File: config.mk
export PLATFORM = sky130hd
export DESIGN_NAME = fetchStage
export DESIGN_NICKNAME = d
export VERILOG_FILES = /design/src/common/mipsPkg.sv /design/src/fetch/fetchStage.sv
export VERILOG_INCLUDE_DIRS = /design/src /design/src/common
export SDC_FILE = /design/constraint.sdc
export NUM_CORES = 2
export LEC_CHECK = 0
export BUFFER_PORTS_ARGS = -buffer_cell sky130_fd_sc_hd__buf_2
export CAP_MARGIN = 20
export CORE_ASPECT_RATIO = 0.8
export CORE_MARGIN = 10
export CORE_UTILIZATION = 35
export CTS_BUF_LIST = sky130_fd_sc_hd__clkbuf_4 sky130_fd_sc_hd__clkbuf_8
export CTS_CLUSTER_SIZE = 30
export DETAILED_ROUTE_END_ITERATION = 12
export GPL_TIMING_DRIVEN = 0
export MAX_ROUTING_LAYER = met4
export PLACE_DENSITY = 0.48
export SKIP_CTS_REPAIR_TIMING = 1
export SLEW_MARGIN = 20
export SYNTH_ARGS = -nofsm -noshare
export SYNTH_HDL_FRONTEND = slang
export SYNTH_SLANG_ARGS = --single-unit
File: constraint.sdc
create_clock -name clk -period 3.6 [get_ports clk]
set_input_delay 0 -clock clk [delete_from_list [all_inputs] [get_ports clk]]
set_output_delay 0 -clock clk [all_outputs]
set_load 0.01 [all_outputs]
File: src/common/mips_params.svh
`ifndef MIPS_PARAMS_SVH
`define MIPS_PARAMS_SVH

// Data and instruction word width
`define XLEN 32

// Architectural registers, 5-bit index fixed by the format
`define REG_COUNT 32

// Memory depths in words
`define IMEM_DEPTH 64
`define DMEM_DEPTH 64

// Word address width of the program counter
`define IMEM_AW ($clog2(`IMEM_DEPTH))

`endif

File: src/common/mipsPkg.sv
`default_nettype none

package mipsPkg;

	// --------------------
	// Encodings
	// --------------------

	// Major opcodes of the supported subset
	typedef enum logic [5:0] {
		opRtype = 6'h00,
		opBeq = 6'h04,
		opAddi = 6'h08,
		opLw = 6'h23,
		opSw = 6'h2b
	} opcodeT;

	// R-type function field
	typedef enum logic [5:0] {
		fnAdd = 6'h20,
		fnSub = 6'h22,
		fnAnd = 6'h24,
		fnOr = 6'h25,
		fnSlt = 6'h2a
	} functT;

	// Operation handed from decode to the ALU
	typedef enum logic [2:0] {
		aluAdd = 3'd0,
		aluSub = 3'd1,
		aluAnd = 3'd2,
		aluOr = 3'd3,
		aluSlt = 3'd4
	} aluOpT;

	// --------------------
	// Instruction formats
	// --------------------

	typedef struct packed {
		opcodeT opcode;
		logic [4:0] rs;
		logic [4:0] rt;
		logic [4:0] rd;
		logic [4:0] shamt;
		functT funct;
	} rFormatT;

	typedef struct packed {
		opcodeT opcode;
		logic [4:0] rs;
		logic [4:0] rt;
		logic [15:0] imm;
	} iFormatT;

	// Same fetched word, read as R or I format by opcode
	typedef union packed {
		rFormatT r;
		iFormatT i;
	} instrT;

endpackage

`default_nettype wire

File: src/fetch/fetchStage.sv
`default_nettype none

`include "mips_params.svh"

module fetchStage
(
	input wire logic clk,
	input wire logic rst,
	input wire logic run,
	input wire logic imemWe,
	input wire logic [`IMEM_AW-1:0] imemAddr,
	input wire logic [`XLEN-1:0] imemData,
	input wire logic branchTaken,
	input wire logic [`IMEM_AW-1:0] branchTarget,
	output mipsPkg::instrT instrD,
	output logic [`IMEM_AW-1:0] pcPlusOneD,
	output logic validD
);

	// --------------------
	// PC and instruction memory
	// --------------------

	// Word-addressed PC, no shift by two
	logic [`IMEM_AW-1:0] pc;
	logic [`IMEM_AW-1:0] pcPlusOne;
	logic [`XLEN-1:0] imem [`IMEM_DEPTH];

	assign pcPlusOne = pc + 1'b1;

	// Held at zero while the program is loaded
	always_ff @(posedge clk)
	begin
		if (rst || !run)
			pc <= '0;
		else if (branchTaken)
			pc <= branchTarget;
		else
			pc <= pcPlusOne;
	end

	// Load port, only while stopped
	always_ff @(posedge clk)
	begin
		if (imemWe && !run)
			imem[imemAddr] <= imemData;
	end

	// --------------------
	// IF/ID register
	// --------------------

	// Taken branch in decode kills the slot fetched behind it
	always_ff @(posedge clk)
	begin
		if (rst || !run)
			validD <= 1'b0;
		else
			validD <= !branchTaken;
	end

	// Payload, qualified by validD
	always_ff @(posedge clk)
	begin
		instrD <= imem[pc];
		pcPlusOneD <= pcPlusOne;
	end

endmodule

`default_nettype wire

### Word-level counts from Yosys, hierarchy flattened

Memories as Yosys holds them, arrays and structs flattened. A register that Yosys moved wholly into a read port is not among the register bits.
Cells that the tools add are included.

| cells by class | value |
|---|---|
| add/sub/neg operators | 1 |
| muxes and demuxes | 3 |
| reduce and logical (&&, ||, !) cells | 4 |

Operators with widths:

| cell | count |
|---|---|
| $add A6 B1 Y6 const B | 1 |
| $mux W6 | 1 |
| $logic_not A1 Y1 | 2 |
| $mux W1 | 2 |
| $logic_and A1 B1 Y1 | 1 |
| $logic_or A1 B1 Y1 | 1 |

| storage, ports and cells | value |
|---|---|
| register bits after elaboration | 13 |
| word-level logic and storage cells | 12 |
| memory bits (writable) | 2048 |
| memories | 1 |

Memory list:

| name | depth | width | rd ports | clocked after Yosys merged registers in | write ports | line | RTL |
|---|---|---|---|---|---|---|---|
| imem | 64 | 32 | 1 | 1 | 1 | fetchStage.sv:27 | `` logic [`XLEN-1:0] imem [`IMEM_DEPTH]; `` |

### Longest topological paths before layout

| depth | value |
|---|---|
| depth after elaboration | 4 |
| depth in mapped cells | 10 |
| depth with buffers taken out | 5 |

### Worst setup path before layout

OpenSTA, ideal clock, no wires.

| timing path | value |
|---|---|
| kind | input -> register |
| start | in imemAddr[5] |
| end | mem imem[39][0] in the netlist's numbering (enable) |
| path buffers | 2 |
| arrival | 2.208 ns |
| library setup time | 0.421 ns |
| stages on the path | 4 |
| required time | 3.179 ns |
| slack | 0.971 ns |
| cells stage by stage | clkbuf_1 or3b_2 clkbuf_1 nor2_1 |

RTL lines:

| item | line | RTL |
|---|---|---|
| from (decl) | fetchStage.sv:11 | `` input wire logic [`IMEM_AW-1:0] imemAddr, `` |
| to (decl) | fetchStage.sv:27 |  |

No word-level cell before the write port.

==> impl_metrics.yaml <==
run_status:
  status: "finished, violations left"
  violations: "setup timing"
drt:
  first_iter_violations: 5726
  wirelength_microns: 268000
  drtAntennaViolNets: 0
  vias: 42200
  drc: 0
  avgRoutedWirePerCell_microns: 35.3
  avgViaCountPerCell: 5.56
  drt_pass1_iterations: 5
worst_setup_path:
  critPathKind: "flip-flop to flip-flop"
  cp.arrival_ns: 4.54
  cp.required_ns: 4.46
  crit_path_end_kind: "flip-flop"
  cp-startpoint: "pc[1]"
  r2r-end: "instrD[0]"
  crit_chain: "buf_2 > buf_4 > clkbuf_4 > buf_2 > buf_4 > mux2i_1 > o21ai_0 > a22o_1"
  critical_path.max_stage_delay_ns: 0.61
  crit_end: "instrD[0]"
  critPathTopFamily: "buffers and inverters"
  cp.depth: 8
  path_buf_inv: 5
  reg2reg_depth: 8
  cp-start-kind: "flip-flop"
  cp_max_fo: 10
  r2r-start: "pc[1]"
  rrSetupSlack_ns: -0.08
  slowest_stage: "o21ai_0"
timing:
  setup_ws_ns: -0.0816
  max_slew_margin: 0.216
  setup_viol: 5
  worst_pin_slew_ns: 1.18
  fin_crit_ns: 3.68
  fmaxAchievable_mhz: 272
  fin_worst_skew_ns: 0.0566
  finalMaxSlewViolations: 0
  period_share: 1.02
  hold_viol: 0
job:
  drv_cap: 0
die:
  die-area_sq_um: 247000
  ios: 88
  die_h_microns: 446
  initial_utilization: 0.352
  row_count: 156
  coreArea_sq_um: 226000
  die_w_microns: 553
place:
  dpl.hpwl_microns: 179000
  place_congestion: 0.911
  portBuffers: 83
  dp_slack_ns: -0.906
clock_network:
  clockRootBuffer: "clkbuf_8"
  clkTransAtPathRegs_ns: 0.06
  clk_latency_ns: 1.00
  numClockSinks: 2093
  tritoncts: "built"
  htree_levels: 5
  clockBufferDepth: 4
  cts_buffers: 347
pwr:
  p_leak_nw: 29.4
  ir_worst_vdd_mv: 0.289
  power_mw: 50.2
  power_density_nw_per_um2: 528
logic_synthesis:
  ys_ff_latch: 2093
  async_reset_ff_frac: 0
  synth.avg_cell_area_sq_um: 21.7
  mappedNetlistNets: 3717
  synth.distinct_cells: 48
  ys_top_cells_by_count: "edfxtp_1 (2048), mux4_2 (401), mux2i_1 (277)"
  ys_warn_count: 0
  syn_area_sq_um: 79500
  synth_ff_type: "edfxtp_1"
  synth_top_area_cell: "edfxtp_1"
  synthCells: 3667
  yosysTopAreaCellShare: 0.774
  yosysSeqAreaShare: 0.785
  yosysMostFrequentCell: "edfxtp_1"
  ys_top_cells_by_area: "edfxtp_1 (77%), mux4_2 (11%), mux2i_1 (3.5%), dfxtp_1 (1.1%), a21oi_1 (0.60%)"
  synth_edf_count: 2048
worst_hold_path:
  hp-start: "branchTaken"
  hold_path_depth: 4
  hold_path.class: "input port to flip-flop"
finish:
  area_growth_pct: 19.5
  drive_gt1_frac: 0.315
  seqCellArea_sq_um: 62400
  multiInputGateArea_sq_um: 16600
  nets: 4342
  fill_cells: 19800
global_routing:
  grt_use_total: 0.217
  grt.overflow.total: 0
  grt_pass1_wl_microns: 360000
  grt_pass1_vias: 41400
  grt_max_degree: 65
  grt_antenna_before_repair: 27
worst min path at each step:
stage	slack, ns	to
finish	0.07	pc[4]
global route	0.03	imem[61][5]
CTS	-0.84	pc[3]
detailed placement	0.25	pc[3]
global placement	0.25	pc[0]
floorplan	0.1	imem[0][0]
worst register-to-register path, delay by kind of cell, from the launching register on:
family                 cells  cell delay, ns
AOI/OAI and AO/OA          2            1.01
buffers and inverters      5            2.02
DFF                        1            0.33
muxes                      1            0.22
logic make-up (layout without fill, tap and decap cells):
| logic type | Yosys count | in the layout | share of synthesized area |
|---|---|---|---|
| flops | 2093 | 2093 | 0.785 |
| buf+inv | 210 | 1104 | 0.0141 |
| xor+xnor | 4 | 4 | 0.000441 |
| compound gates | 407 | 407 | 0.0358 |
| simple gates | 262 | 262 | 0.0144 |
| mux | 690 | 690 | 0.150 |
| fa+ha+maj | 1 | 1 | 0.000157 |
| other cells | 0 | 17 | 0 |
where the power goes:
| group | total [mW] | switching (mW) | internal [mW] |
|---|---|---|---|
| registers | 26.9 | 0.0349 | 26.9 |
| clock network | 20.6 | 9.80 | 10.8 |
| logic | 2.62 | 1.79 | 0.837 |
| total | 50.2 | 11.6 | 38.5 |
flip-flops by register name, summed over array words and instances, names as in the netlist:
name / count
imem: 2048
instrD: 32
pcPlusOneD: 6
pc: 6
validD: 1
per-layer routing:
metal	vias up	track usage	part of all wire
met1	22800	0.305	0.44
met5	-	-	0
met4	0	0.0688	0.034
met2	2168	0.313	0.44
met3	444	0.0509	0.089
li1	16800	-	-
cell usage in the layout, fill, tap and decap left out, drive strengths merged, types with 8 or more instances in the layout:
cell	count
edfxtp	2048
clkbuf	549
mux4	401
buf	346
mux2i	277
clkinv	130
nor2	111
a21oi	95
nand2	84
a22oi	62
dlygate4sd3	58
a211oi	49
dfxtp	45
a22o	43
o21ai	39
o22ai	29
o221ai	24
nand3	20
a221oi	19
diode	17
nor2b	15
a31oi	12
mux2	12
a311oi	11
inv	11
a2bb2oi	8
or3	8
metrics by stage:
step	hold slack (ns)	instances	setup TNS (ns)	utilization	instance area, sq um
finish	0.0720	7580	-0.137	0.420	95000
global route	0.0274	7577	-0.0260	0.420	95000
CTS	-0.841	7506	-15.96	0.416	94100
detailed placement	0.255	6888	-15.15	0.387	87500
global placement	0.252	6752	-3731.66	0.370	83700
floorplan	0.0989	3667	0	-	79500
final cells by class:
| cell class | count | share of cell area |
|---|---|---|
| well taps | 3002 | 0.0395 |
| flip-flops and latches | 2093 | 0.657 |
| clock buffers | 470 | 0.0612 |
| repair buffers | 277 | 0.0451 |
| plain buffers | 207 | 0.0127 |
| clock inverters | 148 | 0.00879 |
| multi-input cells | 1364 | 0.175 |
| inverters | 2 | 0.0000790 |
| diodes | 17 | 0.000448 |
No activity file was read; power rests on OpenSTA's default activity.
