===== config.mk =====
export PLATFORM = sky130hd
export DESIGN_NAME = dataMemory
export DESIGN_NICKNAME = d
export VERILOG_FILES = /design/src/logic/dataMemory.sv
export VERILOG_INCLUDE_DIRS = /design/src /design/src/common
export SDC_FILE = /design/constraint.sdc
export NUM_CORES = 2
export LEC_CHECK = 0
export BUFFER_PORTS_ARGS = -buffer_cell sky130_fd_sc_hd__buf_2
export CORE_UTILIZATION = 55
export CTS_CLUSTER_DIAMETER = 50
export DETAILED_ROUTE_END_ITERATION = 8
export PLACE_DENSITY_LB_ADDON = 0.15
export SLEW_MARGIN = 20
export SYNTH_ARGS = -nofsm -noshare
export SYNTH_HDL_FRONTEND = slang
export SYNTH_SLANG_ARGS = --single-unit

===== constraint.sdc =====
create_clock -name clk -period 5.09 [get_ports clk]
set_clock_uncertainty 0.2 [all_clocks]
set_input_delay 1.2725 -clock clk [delete_from_list [all_inputs] [get_ports clk]]
set_output_delay 1.2725 -clock clk [all_outputs]
set_load 0.01 [all_outputs]

===== src/common/mips_params.svh =====
`ifndef MIPS_PARAMS_SVH
`define MIPS_PARAMS_SVH

// Data and instruction word width
`define XLEN 32

// Architectural registers, 5-bit index fixed by the format
`define REG_COUNT 32

// Memory depths in words
`define IMEM_DEPTH 64
`define DMEM_DEPTH 64

// Word address width of the program counter
`define IMEM_AW ($clog2(`IMEM_DEPTH))

`endif


===== src/logic/dataMemory.sv =====
`default_nettype none

`include "mips_params.svh"

module dataMemory
(
	input wire logic clk,
	input wire logic rst,
	input wire logic run,
	input wire logic validM,
	input wire logic regWriteM,
	input wire logic memToRegM,
	input wire logic memWriteM,
	input wire logic [`XLEN-1:0] aluOutM,
	input wire logic [`XLEN-1:0] writeDataM,
	input wire logic [4:0] writeRegM,
	output logic wbValid,
	output logic [4:0] wbReg,
	output logic [`XLEN-1:0] wbData
);

	localparam int DmemAw = $clog2(`DMEM_DEPTH);

	// Word address straight from the ALU result, wraps at depth
	logic [DmemAw-1:0] wordAddr;
	logic storeEn;
	logic [`XLEN-1:0] readData;
	logic memToRegW;
	logic [`XLEN-1:0] readDataW;
	logic [`XLEN-1:0] aluOutW;

	assign wordAddr = aluOutM[DmemAw-1:0];
	assign storeEn = validM && memWriteM;

	// --------------------
	// Byte lanes
	// --------------------

	// One array per byte, all lanes share the word address
	for (genvar b = 0; b < `XLEN / 8; b++)
	begin : gLane
		logic [7:0] lane [`DMEM_DEPTH];

		always_ff @(posedge clk)
		begin
			if (storeEn)
				lane[wordAddr] <= writeDataM[8*b +: 8];
		end

		// Combinational read
		assign readData[8*b +: 8] = lane[wordAddr];
	end

	// --------------------
	// MEM/WB register
	// --------------------

	// No write-back for stores, branches or register zero
	always_ff @(posedge clk)
	begin
		if (rst || !run)
			wbValid <= 1'b0;
		else
			wbValid <= validM && regWriteM && (writeRegM != 5'd0);
	end

	always_ff @(posedge clk)
	begin
		wbReg <= writeRegM;
		memToRegW <= memToRegM;
		readDataW <= readData;
		aluOutW <= aluOutM;
	end

	// Load data or ALU result
	assign wbData = memToRegW ? readDataW : aluOutW;

endmodule

`default_nettype wire


Word level (Yosys, flattened, before mapping)
Memory sizes are Yosys's and may differ from the RTL's. A register that Yosys moved wholly into a read port is not among the register bits.
Cells that the tools add are included.
{"block": "op_classes", "n_mux": 3, "n_reduce_logical": 6}
{"operator": "$mux 32", "count": 1}
{"operator": "$reduce_bool 5->1", "count": 1}
{"operator": "$logic_and 1x1->1", "count": 3}
{"operator": "$mux 1", "count": 2}
{"operator": "$logic_not 1->1", "count": 1}
{"operator": "$logic_or 1x1->1", "count": 1}
{"block": "totals", "memories": 4, "output_inout_bits": 38, "inputBits": 76, "reg_bits": 39, "ram_bits": 2048, "wordCells": 17}
{"name": "gLane[0].lane", "words": 64, "width": 8, "read_ports": 1, "rd_clocked_by_memory_dff": 1, "write_ports": 1, "line": "dataMemory.sv:42", "source": "logic [7:0] lane [`DMEM_DEPTH];"}
{"name": "gLane[1].lane", "words": 64, "width": 8, "read_ports": 1, "rd_clocked_by_memory_dff": 1, "write_ports": 1, "line": "dataMemory.sv:42"}
{"name": "gLane[2].lane", "words": 64, "width": 8, "read_ports": 1, "rd_clocked_by_memory_dff": 1, "write_ports": 1, "line": "dataMemory.sv:42"}
{"name": "gLane[3].lane", "words": 64, "width": 8, "read_ports": 1, "rd_clocked_by_memory_dff": 1, "write_ports": 1, "line": "dataMemory.sv:42"}

Depth between registers and ports, before layout
{"block": "logic_depth", "word_depth": 3, "depth_mapped": 11, "depth_no_buf": 6}

Worst setup path after synthesis
No wires, ideal clock.
{"block": "synth_timing", "path_kind": "input to register", "start": "input port aluOutM[0]", "end": "memory gLane[0].lane[10][0] (enable)", "n_path_buf": 3, "required_time_ps": 4469, "setup_ps": 421, "path_stages": 6, "path_slack_ps": 490, "arrival_time_ps": 3979, "path_cell_list": "buf_2 > buf_4 > nor3b_2 > clkbuf_1 > nand3_1 > nor2_1"}
{"element": "start: declaration", "line": "dataMemory.sv:14", "source": "input wire logic [`XLEN-1:0] aluOutM,"}
{"element": "end: declaration", "line": "dataMemory.sv:42"}
Straight into the memory's write port.

Worst setup path after layout
{"block": "layout_timing", "start": "register memToRegW", "end": "output port wbData[22]"}
{"block": "layout_between", "elab_chain_len": 1}
{"element": "start: declaration", "line": "dataMemory.sv:28", "source": "logic memToRegW;"}
{"element": "start signal: assignment", "line": "dataMemory.sv:70", "source": "memToRegW <= memToRegM;"}
{"element": "$mux 32", "line": "dataMemory.sv:76", "source": "assign wbData = memToRegW ? readDataW : aluOutW;"}
{"element": "end: declaration", "line": "dataMemory.sv:19", "source": "output logic [`XLEN-1:0] wbData"}
No other way between the ends.

==> impl_summary.md <==
Floorplan
The chip height is 382 um. In this run the standard cell core region covers 143000 um2. The starting density of the core is 55.3%. The width of the die is about 380 um. The floorplan step defined a die boundary enclosing 146000 um2. The number of cell rows is 139. The number of top-level pins is 114.

Clocking
The total of cells resized after clock tree synthesis is 0. The post-CTS setup-driven buffer insertion count is 0. The maximum count of clock buffers along a single path is 3.

The H-tree was split into 4 levels. The hold buffer count at cts is 0. TritonCTS built the clock tree. The number of CTS-inserted buffers is 211. The post-CTS clock slew at the launch and capture registers of the worst setup and hold paths is 0.06 ns. The insertion delay to the later sink of the worst-skew pair is between 0.8 and 0.9 ns. In this run the clock root is driven by a sky130_fd_sc_hd__clkbuf_16. For this design, the sink count on the clock tree is around 2100.

Cells and area
For this run, the post-layout net count is 4844. The library cell used most frequently in the layout, excluding fill and tap cells, is sky130_fd_sc_hd__edfxtp_1. The final cell count without fillers is 6863. Fill cells in the final layout number 9954. The library cells used most frequently in the layout, excluding fill and tap cells, are sky130_fd_sc_hd__edfxtp_1 (2048), sky130_fd_sc_hd__a221oi_1 (374), sky130_fd_sc_hd__a22oi_1 (306). In the final layout, the share of cells above drive strength 1 is about a fifth. The synthesis-to-finish area growth is 15.2%.

GRT
The number of antenna violations at the first check in global routing is 14. The global-route usage over all layers is a little over a third. Entering global routing, the biggest net connects 78 pins. The total global routing overflow is 0. The first global-routing pass estimated 355000 um of wire. The via count of the first global-routing pass was approximately 45000.

Synth
The post-synthesis area per instance is 17.8 um2. The part of the Yosys area used for sequential elements is 79.2%. The synthesized design contains between 2000 and 2500 register bits. During synthesis, Yosys emitted a total of 0 warnings.

Yosys mapped a number of flops with a built-in enable equal to 2048. The post-synth net total is 4530. The number of library cell types mapped by synthesis is 62. The post-synth design cell area is 79400 um2. The synthesized netlist cell count is 4454. The most used flip-flop cell after synthesis is sky130_fd_sc_hd__edfxtp_1. Of all flip-flops after synthesis, the portion carrying an async set or reset was 0%.

Critical path
The kind of capture point of the worst setup path is a primary output. STA puts the critical path data arrival time at 2.70 ns. For flop-to-flop paths, the worst setup slack is 1.94 ns. The required arrival time at the worst endpoint is 3.62 ns. Of all nets on the critical path, the largest fanout is 19.

STA classifies the critical path startpoint as a flop. The category of the most critical setup path is flop to primary output.

Job
The max-cap violation count is 0.

Min path
The tightest min-delay check is of the input port to flop type.

Route
In the final routed layout, each cell accounts on average for 37.2 um. The number of DRC violations after detailed-routing iteration 0 is 8287. Across all layers, the routed design uses 48500 vias. The aggregate routed wire length is 255000 um. The number of detailed-routing iterations run before antenna repair is 7.

Once detail routing completed, the nets flagged for antenna violations numbered 0. The post-detailed-route DRC marker count is 0. After detailed routing, the number of vias per cell comes to 7.07.

Place
After detailed placement, the design holds a cell count of ~6500. The half-perimeter wire length of the detailed placement result is 155000 um. Input and output buffers added on the ports amount to 113.

The final weighted congestion of routability-driven global placement is 0.904.

Timing
The final number of max-transition violations was 0. Setup repair after global routing left no endpoint under its margin. Measured against its own limit, the worst slew margin works out to 19.5%. The highest clock rate is ~240 MHz.

The clock period could shrink to 4.18 ns. The total of endpoints with negative setup slack in the final report is 0. For the pin with the worst max-slew slack, the measured transition is 1.21 ns. The sum of negative setup slack is 0 ns.

The final clock period utilization by the worst path is just over 80%. The number of failing hold endpoints at the final stage is 0.

Power and ir drop
The analysis attributes to cell leakage a power of slightly below 30 nW. The power density relative to cell area is 406 nW/um2. VDD sags by at most around 0.0004 V.

Outcome
The flow ran to the end, and the final reports show no timing, DRC or antenna violations.
==> metal layers <==
| layer | share of wire, % | GRT usage (%) | vias up |
|---|---|---|---|
| met5 | 0.021 | 0 | - |
| met4 | 3.0 | 10.2 | 8 |
| met3 | 14 | 9.22 | 468 |
| met2 | 45 | 51.3 | 3688 |
| met1 | 38 | 51.4 | 25000 |
| li1 | - | - | 19300 |
==> through the flow <==
stage          utilization [%]  total power [mW]  setup slack [ns]  hold slack (ns)  instance area [um2]
4_1_cts                   63.7              37.1             0.822            0.281                91400
2_1_floorplan                -              20.6             0.490            0.345                79400
3_3_place_gp              58.8              21.7             0.301            0.452                84400
5_1_grt                   63.7              37.9             0.824            0.306                91400
3_5_place_dp              58.8              21.7             0.296            0.467                84400
6_report                  63.7              37.1             0.913            0.333                91500
==> kinds of logic after synthesis <==
| kind of cell | synth area share, % |
|---|---|
| flip-flops | 79.2 |
| AND/OR/NAND/NOR | 2.77 |
| AO/OA/AOI/OAI | 11.6 |
| buffers and inverters | 2.12 |
| multiplexers | 4.30 |
==> report_power, final <==
part	total [mW]	internal, mW	switching, mW
sequential	19.3	19.2	0.0841
combinational	2.08	0.601	1.47
clock	15.7	9.08	6.63
==> Yosys cell counts (15+ instances only) <==
cell type	instances	area share [%]
sky130_fd_sc_hd__a211oi_1	15	0.14
sky130_fd_sc_hd__a21oi_1	85	0.54
sky130_fd_sc_hd__a221oi_1	374	4.1
sky130_fd_sc_hd__a222oi_1	15	0.19
sky130_fd_sc_hd__a22o_1	47	0.52
sky130_fd_sc_hd__a22oi_1	306	2.9
sky130_fd_sc_hd__a31oi_1	21	0.17
sky130_fd_sc_hd__buf_1	36	0.17
sky130_fd_sc_hd__buf_2	151	0.95
sky130_fd_sc_hd__buf_4	30	0.28
sky130_fd_sc_hd__buf_6	15	0.21
sky130_fd_sc_hd__clkbuf_1	102	0.48
sky130_fd_sc_hd__dfxtp_1	71	1.8
sky130_fd_sc_hd__edfxtp_1	2048	77
sky130_fd_sc_hd__mux2_2	85	1.2
sky130_fd_sc_hd__mux2i_1	135	1.7
sky130_fd_sc_hd__mux4_2	49	1.4
sky130_fd_sc_hd__nand2_1	82	0.39
sky130_fd_sc_hd__nand3_1	33	0.21
sky130_fd_sc_hd__nor2_1	229	1.1
sky130_fd_sc_hd__nor3_1	49	0.31
sky130_fd_sc_hd__nor4_1	18	0.14
sky130_fd_sc_hd__o21ai_0	162	1.0
sky130_fd_sc_hd__o22ai_1	134	1.1
==> state kept, by name (all words and copies together), names as in the netlist <==
name and count:
gLane.lane 2048, aluOutW 32, readDataW 32, wbReg 5, memToRegW 1, wbValid 1
==> path summary, 6_finish.rpt <==
kind / endpoint / start / depth (start not counted)
max reg2reg: readDataW[17] / gLane[2].lane[26][1] / 7
max: wbData[22] / memToRegW / 3
min: aluOutW[12] / aluOutM[12] / 1
min reg2reg: readDataW[30] / gLane[3].lane[23][6] / 3
==> layout make-up <==
cell class,instances,area [um2],share of cell area [%]
Timing Repair Buffer,435,3700,4.05
Clock inverter,129,1270,1.39
Inverter,4,20.0,0.0219
Antenna cell,4,10.0,0.0109
Sequential cell,2119,62900,68.8
Clock buffer,272,5740,6.27
Multi-Input combinational cell,1997,15400,16.9
Tap cell,1903,2380,2.60
==> worst max-delay path: stages, from the launching register on <==
cell and delay [ns]:
sky130_fd_sc_hd__dfxtp_2 0.71, sky130_fd_sc_hd__buf_4 0.51, sky130_fd_sc_hd__mux2_2 0.39, sky130_fd_sc_hd__buf_2 0.14
No activity file was read; power rests on OpenSTA's default activity.
