`config.mk`:
```
export PLATFORM = sky130hd
export DESIGN_NAME = decodeStage
export DESIGN_NICKNAME = d
export VERILOG_FILES = /design/src/common/mipsPkg.sv /design/src/decode/decodeStage.sv
export VERILOG_INCLUDE_DIRS = /design/src /design/src/common
export SDC_FILE = /design/constraint.sdc
export NUM_CORES = 2
export LEC_CHECK = 0
export BUFFER_PORTS_ARGS = -buffer_cell sky130_fd_sc_hd__buf_2
export CORE_ASPECT_RATIO = 1.1
export CORE_MARGIN = 5
export CORE_UTILIZATION = 45
export DETAILED_ROUTE_END_ITERATION = 12
export PLACE_DENSITY_LB_ADDON = 0.25
export SLEW_MARGIN = 20
export SYNTH_ARGS = -nofsm -noshare
export SYNTH_HDL_FRONTEND = slang
export SYNTH_SLANG_ARGS = --single-unit
```
`constraint.sdc`:
```
create_clock -name clk -period 11.3 [get_ports clk]
set_clock_uncertainty 0.05 [all_clocks]
set_input_delay 2.26 -clock clk [delete_from_list [all_inputs] [get_ports clk]]
set_output_delay 2.26 -clock clk [all_outputs]
set_load 0.01 [all_outputs]
```
`src/common/mips_params.svh`:
```
`ifndef MIPS_PARAMS_SVH
`define MIPS_PARAMS_SVH

// Data and instruction word width
`define XLEN 32

// Architectural registers, 5-bit index fixed by the format
`define REG_COUNT 32

// Memory depths in words
`define IMEM_DEPTH 64
`define DMEM_DEPTH 64

// Word address width of the program counter
`define IMEM_AW ($clog2(`IMEM_DEPTH))

`endif

```
`src/common/mipsPkg.sv`:
```
`default_nettype none

package mipsPkg;

	// --------------------
	// Encodings
	// --------------------

	// Major opcodes of the supported subset
	typedef enum logic [5:0] {
		opRtype = 6'h00,
		opBeq = 6'h04,
		opAddi = 6'h08,
		opLw = 6'h23,
		opSw = 6'h2b
	} opcodeT;

	// R-type function field
	typedef enum logic [5:0] {
		fnAdd = 6'h20,
		fnSub = 6'h22,
		fnAnd = 6'h24,
		fnOr = 6'h25,
		fnSlt = 6'h2a
	} functT;

	// Operation handed from decode to the ALU
	typedef enum logic [2:0] {
		aluAdd = 3'd0,
		aluSub = 3'd1,
		aluAnd = 3'd2,
		aluOr = 3'd3,
		aluSlt = 3'd4
	} aluOpT;

	// --------------------
	// Instruction formats
	// --------------------

	typedef struct packed {
		opcodeT opcode;
		logic [4:0] rs;
		logic [4:0] rt;
		logic [4:0] rd;
		logic [4:0] shamt;
		functT funct;
	} rFormatT;

	typedef struct packed {
		opcodeT opcode;
		logic [4:0] rs;
		logic [4:0] rt;
		logic [15:0] imm;
	} iFormatT;

	// Same fetched word, read as R or I format by opcode
	typedef union packed {
		rFormatT r;
		iFormatT i;
	} instrT;

endpackage

`default_nettype wire

```
`src/decode/decodeStage.sv`:
```
`default_nettype none

`include "mips_params.svh"

module decodeStage
(
	input wire logic clk,
	input wire logic rst,
	input wire logic run,
	input wire mipsPkg::instrT instrD,
	input wire logic [`IMEM_AW-1:0] pcPlusOneD,
	input wire logic validD,
	input wire logic wbValid,
	input wire logic [4:0] wbReg,
	input wire logic [`XLEN-1:0] wbData,
	output logic branchTaken,
	output logic [`IMEM_AW-1:0] branchTarget,
	output logic validE,
	output logic regWriteE,
	output logic memToRegE,
	output logic memWriteE,
	output logic aluSrcE,
	output logic regDstE,
	output mipsPkg::aluOpT aluOpE,
	output logic [`XLEN-1:0] rd1E,
	output logic [`XLEN-1:0] rd2E,
	output logic [`XLEN-1:0] signImmE,
	output logic [4:0] rtE,
	output logic [4:0] rdE
);

	// Decoded control levels
	logic known;
	logic regWrite;
	logic memToReg;
	logic memWrite;
	logic aluSrc;
	logic regDst;
	logic isBranch;
	mipsPkg::aluOpT aluOp;

	logic [`XLEN-1:0] regs [`REG_COUNT];
	logic [`XLEN-1:0] rd1;
	logic [`XLEN-1:0] rd2;
	logic [`XLEN-1:0] signImm;
	logic [4:0] rsD;
	logic [4:0] rtD;

	// --------------------
	// Control decode
	// --------------------

	// Unknown opcode or funct leaves known low
	always_comb
	begin
		known = 1'b0;
		regWrite = 1'b0;
		memToReg = 1'b0;
		memWrite = 1'b0;
		aluSrc = 1'b0;
		regDst = 1'b0;
		isBranch = 1'b0;
		aluOp = mipsPkg::aluAdd;
		case (instrD.r.opcode)
			mipsPkg::opRtype:
			begin
				regWrite = 1'b1;
				regDst = 1'b1;
				known = 1'b1;
				// Funct picks the ALU operation
				case (instrD.r.funct)
					mipsPkg::fnAdd: aluOp = mipsPkg::aluAdd;
					mipsPkg::fnSub: aluOp = mipsPkg::aluSub;
					mipsPkg::fnAnd: aluOp = mipsPkg::aluAnd;
					mipsPkg::fnOr: aluOp = mipsPkg::aluOr;
					mipsPkg::fnSlt: aluOp = mipsPkg::aluSlt;
					default: known = 1'b0;
				endcase
			end
			mipsPkg::opAddi:
			begin
				regWrite = 1'b1;
				aluSrc = 1'b1;
				known = 1'b1;
			end
			mipsPkg::opLw:
			begin
				regWrite = 1'b1;
				memToReg = 1'b1;
				aluSrc = 1'b1;
				known = 1'b1;
			end
			mipsPkg::opSw:
			begin
				memWrite = 1'b1;
				aluSrc = 1'b1;
				known = 1'b1;
			end
			mipsPkg::opBeq:
			begin
				isBranch = 1'b1;
				known = 1'b1;
			end
			default: known = 1'b0;
		endcase
	end

	// --------------------
	// Register file
	// --------------------

	assign rsD = instrD.r.rs;
	assign rtD = instrD.r.rt;

	// wbValid is never high for register zero
	always_ff @(posedge clk)
	begin
		if (rst)
		begin
			for (int k = 0; k < `REG_COUNT; k++)
				regs[k] <= '0;
		end
		else if (wbValid)
		begin
			regs[wbReg] <= wbData;
		end
	end

	// Same-cycle write returns the new value
	assign rd1 = (rsD == 5'd0) ? '0 : (wbValid && wbReg == rsD) ? wbData : regs[rsD];
	assign rd2 = (rtD == 5'd0) ? '0 : (wbValid && wbReg == rtD) ? wbData : regs[rtD];

	assign signImm = {{16{instrD.i.imm[15]}}, instrD.i.imm};

	// --------------------
	// Branch resolve
	// --------------------

	// Word target relative to the slot after beq
	assign branchTaken = validD && isBranch && (rd1 == rd2);
	assign branchTarget = pcPlusOneD + signImm[`IMEM_AW-1:0];

	// --------------------
	// ID/EX register
	// --------------------

	// Bubble on unknown encodings or squashed slot
	always_ff @(posedge clk)
	begin
		if (rst || !run)
		begin
			validE <= 1'b0;
			regWriteE <= 1'b0;
			memToRegE <= 1'b0;
			memWriteE <= 1'b0;
		end
		else
		begin
			validE <= validD && known;
			regWriteE <= validD && known && regWrite;
			memToRegE <= validD && known && memToReg;
			memWriteE <= validD && known && memWrite;
		end
	end

	// Datapath and mux selects
	always_ff @(posedge clk)
	begin
		aluSrcE <= aluSrc;
		regDstE <= regDst;
		aluOpE <= aluOp;
		rd1E <= rd1;
		rd2E <= rd2;
		signImmE <= signImm;
		rtE <= rtD;
		rdE <= instrD.r.rd;
	end

endmodule

`default_nettype wire

```
Word level (Yosys, flattened, before mapping):

Memories as Yosys holds them, arrays and structs flattened.
Cells that the tools add are included.

* output and inout port bits: 122
* bits in registers: 99
* logic and storage cells: 65
* memory bits (writable): 1024
* bits of input ports: 80
* memories kept: 1

Memory list
* regs: depth 32, width 32, rd ports 2, clocked after memory_dff 0, wr ports 32, RTL line decodeStage.sv:42 `` logic [`XLEN-1:0] regs [`REG_COUNT]; ``

* reduce and logical (&&, ||, !) cells: 18
* equality and inequality tests: 12
* add/sub/neg operators: 1
* mux-type cells: 21

Operators with widths (count)
* 32-bit two-way mux: 5
* 6-bit equality test (second input constant): 7
* 32-bit equality test: 1
* 32-bit OR reduction: 1
* 1-bit two-way mux: 13
* 3-bit case mux with 4 select lines: 1
* 5-bit equality test: 2
* 5-bit logical NOT: 2
* 1-bit logical AND: 8
* 6-bit adder: 1
* 6-bit by 3-bit equality test with 1-bit output (second input constant): 1
* 6-bit by 4-bit equality test with 1-bit output (second input constant): 1
* 6-bit logical NOT: 1
* 3-bit OR reduction: 2
* 5-bit two-way mux: 1
* 5-bit OR reduction: 1
* 4-bit OR reduction: 1
* 1-bit case mux with 2 select lines: 1
* 1-bit logical NOT: 1
* 1-bit logical OR: 1

Depth between registers and ports, before layout:

* depth in word-level cells: 6
* gate-level depth with buffers: 14
* gate-level depth less buffers: 9

Least setup slack after synthesis:

Ideal clock, no wire load.

* path type: input to output
* start point: in instrD[17] in the netlist's numbering
* end point: out branchTaken
* buffers on the path: 3
* required time: 8.990 ns
* arrival: 4.843 ns
* stages on the path: 11
* slack: 4.147 ns
* path through: buf_2 -> buf_2 -> buf_2 -> mux4_2 -> mux4_2 -> nand3_1 -> o221ai_1 -> xor2_1 -> nor4_1 -> nand4_1 -> nor4_2

* word-level cells in the longest chain between the ends: 6
* elaborated cells on any way between the ends: 8
* those cells by class: 2 x eq/ne; 2 x mux; 3 x reduce/logical; 1 x memory

Ends and longest elaborated chain
* from (decl): RTL line decodeStage.sv:10 `input wire mipsPkg::instrT instrD,`
* parallel branches: the longest is 3 deep, another holds memory 32 x 32 bit
* 32-bit two-way mux *: RTL line decodeStage.sv:131 `assign rd2 = (rtD == 5'd0) ? '0 : (wbValid && wbReg == rtD) ? wbData : regs[rtD];`
* net rd2[2]: RTL line decodeStage.sv:44 `` logic [`XLEN-1:0] rd2; ``
* 32-bit equality test *: RTL line decodeStage.sv:140 `assign branchTaken = validD && isBranch && (rd1 == rd2);`
* 1-bit logical AND *: RTL line decodeStage.sv:140
* to (decl): RTL line decodeStage.sv:16 `output logic branchTaken,`

Mark *: on every way through the listed nets, which the timed path passes.

Final worst setup path:

* start point: in instrD[21] in the netlist's numbering
* end point: out branchTaken

* word-level cells in the longest chain between the ends: 6
* elaborated cells on any way between the ends: 8
* those cells by class: 2 x eq/ne; 2 x mux; 3 x reduce/logical; 1 x memory

Ends and longest elaborated chain
* parallel branches: the longest is 3 deep, another holds memory 32 x 32 bit
* 32-bit two-way mux *: RTL line decodeStage.sv:130 `assign rd1 = (rsD == 5'd0) ? '0 : (wbValid && wbReg == rsD) ? wbData : regs[rsD];`
* net rd1[10]: RTL line decodeStage.sv:43 `` logic [`XLEN-1:0] rd1; ``
* 32-bit equality test *: RTL line decodeStage.sv:140
* 1-bit logical AND *: RTL line decodeStage.sv:140

Marks and branches as above.

==> results <==
- At the pin with the least slew margin, the transition time is around 1.1 ns.
- The post-route antenna net violation count is 0.
- The path category of the worst min-delay check is flip-flop to flip-flop.
- The number of failing hold endpoints at the final stage is 0.
- In the synthesized netlist the dominant register cell turns out to be edfxtp_1.
- The number of failing setup endpoints in the final timing report is 0.
- The mean cell area of the mapped netlist is 15.0 µm².
- Measured on the finished design, the core utilization comes to 0.504.
- The largest individual stage delay along the critical path comes from the cell nor4_1.
- Post-CTS timing repair inserted 0 buffers for setup.
- In this run the core area contains between 100 and 150 standard-cell rows.
- The startpoint identified for the worst register-to-register timing path is regs[18][30].
- The final worst-path cycle share is 0.830.
- At the end of routability-driven placement, the weighted congestion stood at about 1.
- The share of post-route cells with drive strength above 1 is 0.281.
- Entering global routing, the biggest net connects 70 pins.
- OpenSTA, run right after detailed placement, puts the worst setup slack at about 2.1 ns.
- At the end of the flow, the number of nets in the layout was 3996.
- In the global route stage, overall resource usage came out at 0.301.
- Summed over all cells, the static leakage comes to between 20 and 25 nW.
- The origin of the worst setup path is instrD[21].
- In this design, the stage delay of the slowest critical-path cell is ~0.76 ns.
- By area the synthesized netlist is led by edfxtp_1 53%, mux4_2 20%, and2_1 11%.
- The HPWL after detailed placement is between 100 and 150 mm.
- The share of synthesized area in the top cell type comes to 0.528.
- The capturing point of the worst reg2reg path is rd1E[30].
- The maximum fanout encountered on the critical timing path is 50.
- The initial antenna violation count came to 35.
- The clock reaches the later pin of the worst-skew pair after approximately 0.75 ns.
- Setup repair after global routing left no endpoint under its margin.
- For this block, the via count after detailed routing is roughly 38000.
- The routed design has 210 mm of wire.
- Clock tree synthesis found a total of between 1000 and 1500 sinks.
- The clock-pin slew reported for the worst setup and hold paths after clock tree synthesis is ~0.060 ns.
- In the synthesized netlist, the number of instances is ~3900.
- The worst-case IR drop observed on VDD is 0.104 mV.
- The average wire per cell in the routed design is approximately 37 µm.
- The worst setup slack after layout is around 1.9 ns.
- The mapped netlist covers a little under 60000 µm².
- Across the run, the number of max-cap violations was 0.
- By startpoint and endpoint, the worst setup path is classified as primary input to output port.
- Among the stages of the critical path, the cell type that occurs most often is mux4_2.
- The cell area power density is between 150 and 200 nW/µm².
- The critical path endpoint category is an output port.
- From bottom edge to top edge, the die measures 387 µm.
- The achievable frequency is 107 MHz.
- The wire length of the first global-routing pass is between 200 and 300 mm.
- The worst endpoint required time is around 9.0 ns.
- The DRC violation count after routing is 0.
- The number of hold buffers added after CTS was 0.
- Data arrives at the worst endpoint at roughly 7 ns.
- The number of I/O port buffers is 201.
- The number of iterations in the first detailed-routing pass is 7.
- The count of final max-slew check failures is 0.
- The clock buffer count from CTS is 117.
- Following the worst setup path forward leads to its endpoint at branchTaken.
- The number of distinct library cells after synthesis is 67.
- For this configuration, the core starts out at a cell density of 0.453.
- The run finished with clean final reports.
- The combined buffer and inverter count along the critical path is 3.
- CTS built an H-tree with a depth of 3.
- The number of buffers on the longest clock path is 3.
- Compared with the post-synthesis result, the final layout area differs by 11.3%.
- Of all flip-flops after synthesis, the portion carrying an async set or reset was 0.
- The number of gates resized after cts is 0.
- Measured against its own limit, the worst slew margin works out to 0.234.
- The number of global-route vias before repair is 36700.
- The number of flops mapped to enable cells by yosys is 1024.
- The post-layout minimum cycle time is 9.38 ns.
- The number of cells on the worst reg-to-reg path is 5.
- The number of stages on the worst setup path is 11.
- The synthesized design contains roughly 1100 register bits.
- In this run the standard cell core region covers roughly 130000 µm².
- The root buffer selected by CTS is clkbuf_16.
- In the routed layout, each cell is associated on average with a via count of 6.60.
- TritonCTS built the clock tree.
- The floorplan die width is about 350 µm.
- For this design the top-level I/O count stands at between 200 and 250.
- The synthesized netlist net count is approximately 4000.
- In this design, the largest share of critical-path delay is due to simple AND/OR/NAND/NOR gates.
- The critical path goes through buf_8 > buf_4 > mux4_2 > mux4_2 > a22o_1 > o2bb2ai_1 > xor2_1 > nor4_1 > nand3_1 > nor4_2 > buf_2.
- The worst-case register-to-register setup slack is slightly below 9 ns.
- The most area-hungry cell type in the Yosys netlist is edfxtp_1.
- The number of warnings printed during yosys synthesis is 0.
- The iteration-0 DRC count of the detailed router is 6052.
- The startpoint type of the worst setup path is a primary input.
- Summed over all layers, the global routing overflow is 0.
- The count of cells in the finished layout, fillers not included, comes to ~5700.
- Setup total negative slack on the finished layout was measured at 0 ns.
- The die footprint is about 140000 µm².
- For this run, the register share of the synthesized area comes to 0.560.
- After detailed placement, the design holds a cell count of roughly 5500.
==> how the worst min path moves through the flow <==
| stage | slack, ns | to | startpoint | cells after the start |
|---|---|---|---|---|
| final | 0.95 | rd1E[19] | regs[2][19] | 3 |
| after global routing | 1.01 | rd1E[19] | regs[2][19] | 3 |
| after CTS | 0.94 | rd1E[19] | regs[2][19] | 3 |
| after detailed placement | 0.92 | rd1E[19] | regs[2][19] | 3 |
| after global placement | 0.91 | rd1E[19] | regs[2][19] | 3 |
| after floorplan | 0.69 | rd2E[9] | regs[6][9] | 4 |
==> metrics by stage <==
| stage | cell area, µm² | power (mW) | hold WS, ns |
|---|---|---|---|
| 6_report | 64800 | 10.3 | 0.946 |
| 5_1_grt | 64800 | 10.5 | 1.01 |
| 4_1_cts | 64800 | 10.3 | 0.936 |
| 3_5_place_dp | 60800 | 6.28 | 0.923 |
| 3_3_place_gp | 60800 | 6.27 | 0.914 |
| 2_1_floorplan | 58200 | 5.70 | 0.689 |
==> registers in the layout, indices dropped and copies added, names as in the netlist <==
signal     cells
regs        1024
signImmE      11
memWriteE      1
validE         1
regWriteE      1
rtE            5
rd2E          32
rd1E          32
aluOpE         3
regDstE        1
memToRegE      1
aluSrcE        1
rdE            5
==> final cells by class <==
cell class / instances / area [µm²]
fillers: 10600 / 63800
flip-flops and latches: 1118 / 32600
multi-input cells: 2338 / 23900
clock buffers: 161 / 3400
well taps: 1680 / 2100
repair buffers: 323 / 2090
clock inverters: 59 / 613
inverters: 12 / 45.0
diodes: 16 / 40.0
==> layout by cell type (no fill, tap or decap), types with 6 or more instances in the layout <==
cell type and n:
a211oi_1 6, a21oi_1 42, a221oi_1 25, a22o_1 18, a22oi_1 33, and2_1 1031
and3_1 9, buf_12 9, buf_2 193, buf_4 115, bufinv_16 13, clkbuf_1 21
clkbuf_16 124, clkbuf_8 17, clkinv_1 20, clkinv_2 21, dfxtp_1 94, diode_2 16
edfxtp_1 1024, inv_1 9, mux2_2 16, mux2i_1 113, mux4_2 527, nand2_1 62
nand3_1 67, nand3b_1 8, nand4_1 9, nor2_1 53, nor2_4 32, nor2b_1 14
nor3_1 18, nor4_1 7, o211ai_1 24, o21ai_0 38, o221ai_1 6, o22ai_1 23
or2_2 37, xnor2_1 24, xor2_1 23
==> power breakdown <==
group | switching (mW) | leakage (nW) | internal [mW] | total [mW]
logic | 0.800 | 10.1 | 0.516 | 1.32
registers | 0.161 | 10.5 | 4.76 | 4.92
clock network | 1.67 | 1.97 | 2.39 | 4.06
==> synth_stat cells, drive strengths merged, types with 23 or more instances <==
cell / count
a21oi: 42
a221oi: 25
a22oi: 33
and2: 1031
buf: 155
clkbuf: 259
dfxtp: 94
edfxtp: 1024
mux2i: 113
mux4: 527
nand2: 62
nand3: 67
nor2: 87
o211ai: 24
o21ai: 40
o22ai: 23
or2: 38
xnor2: 24
xor2: 23
==> worst min-delay path, cell delays in order (launching register included) <==
cell,delay [ns]
edfxtp_1,0.33
mux4_2,0.23
a221oi_1,0.14
o211ai_1,0.25
==> metal layers <==
| layer | global-route usage | wire, µm |
|---|---|---|
| met2 | 0.467 | 96400 |
| met5 | 0 | 55 |
| met1 | 0.407 | 77200 |
| met3 | 0.0801 | 26400 |
| met4 | 0.124 | 10000 |
==> cells by family (layout without fill, tap and decap cells) <==
group / after synthesis / count (layout) / share of synthesized area
flops: 1118 / 1118 / 0.560
mux: 656 / 656 / 0.226
compound gates: 258 / 258 / 0.0312
fa+ha+maj: 6 / 6 / 0.00142
simple gates: 1371 / 1371 / 0.140
other cells: 0 / 16 / 0
buf+inv: 426 / 555 / 0.0336
xor+xnor: 47 / 47 / 0.00707
Power figures use the tool's default switching activity.
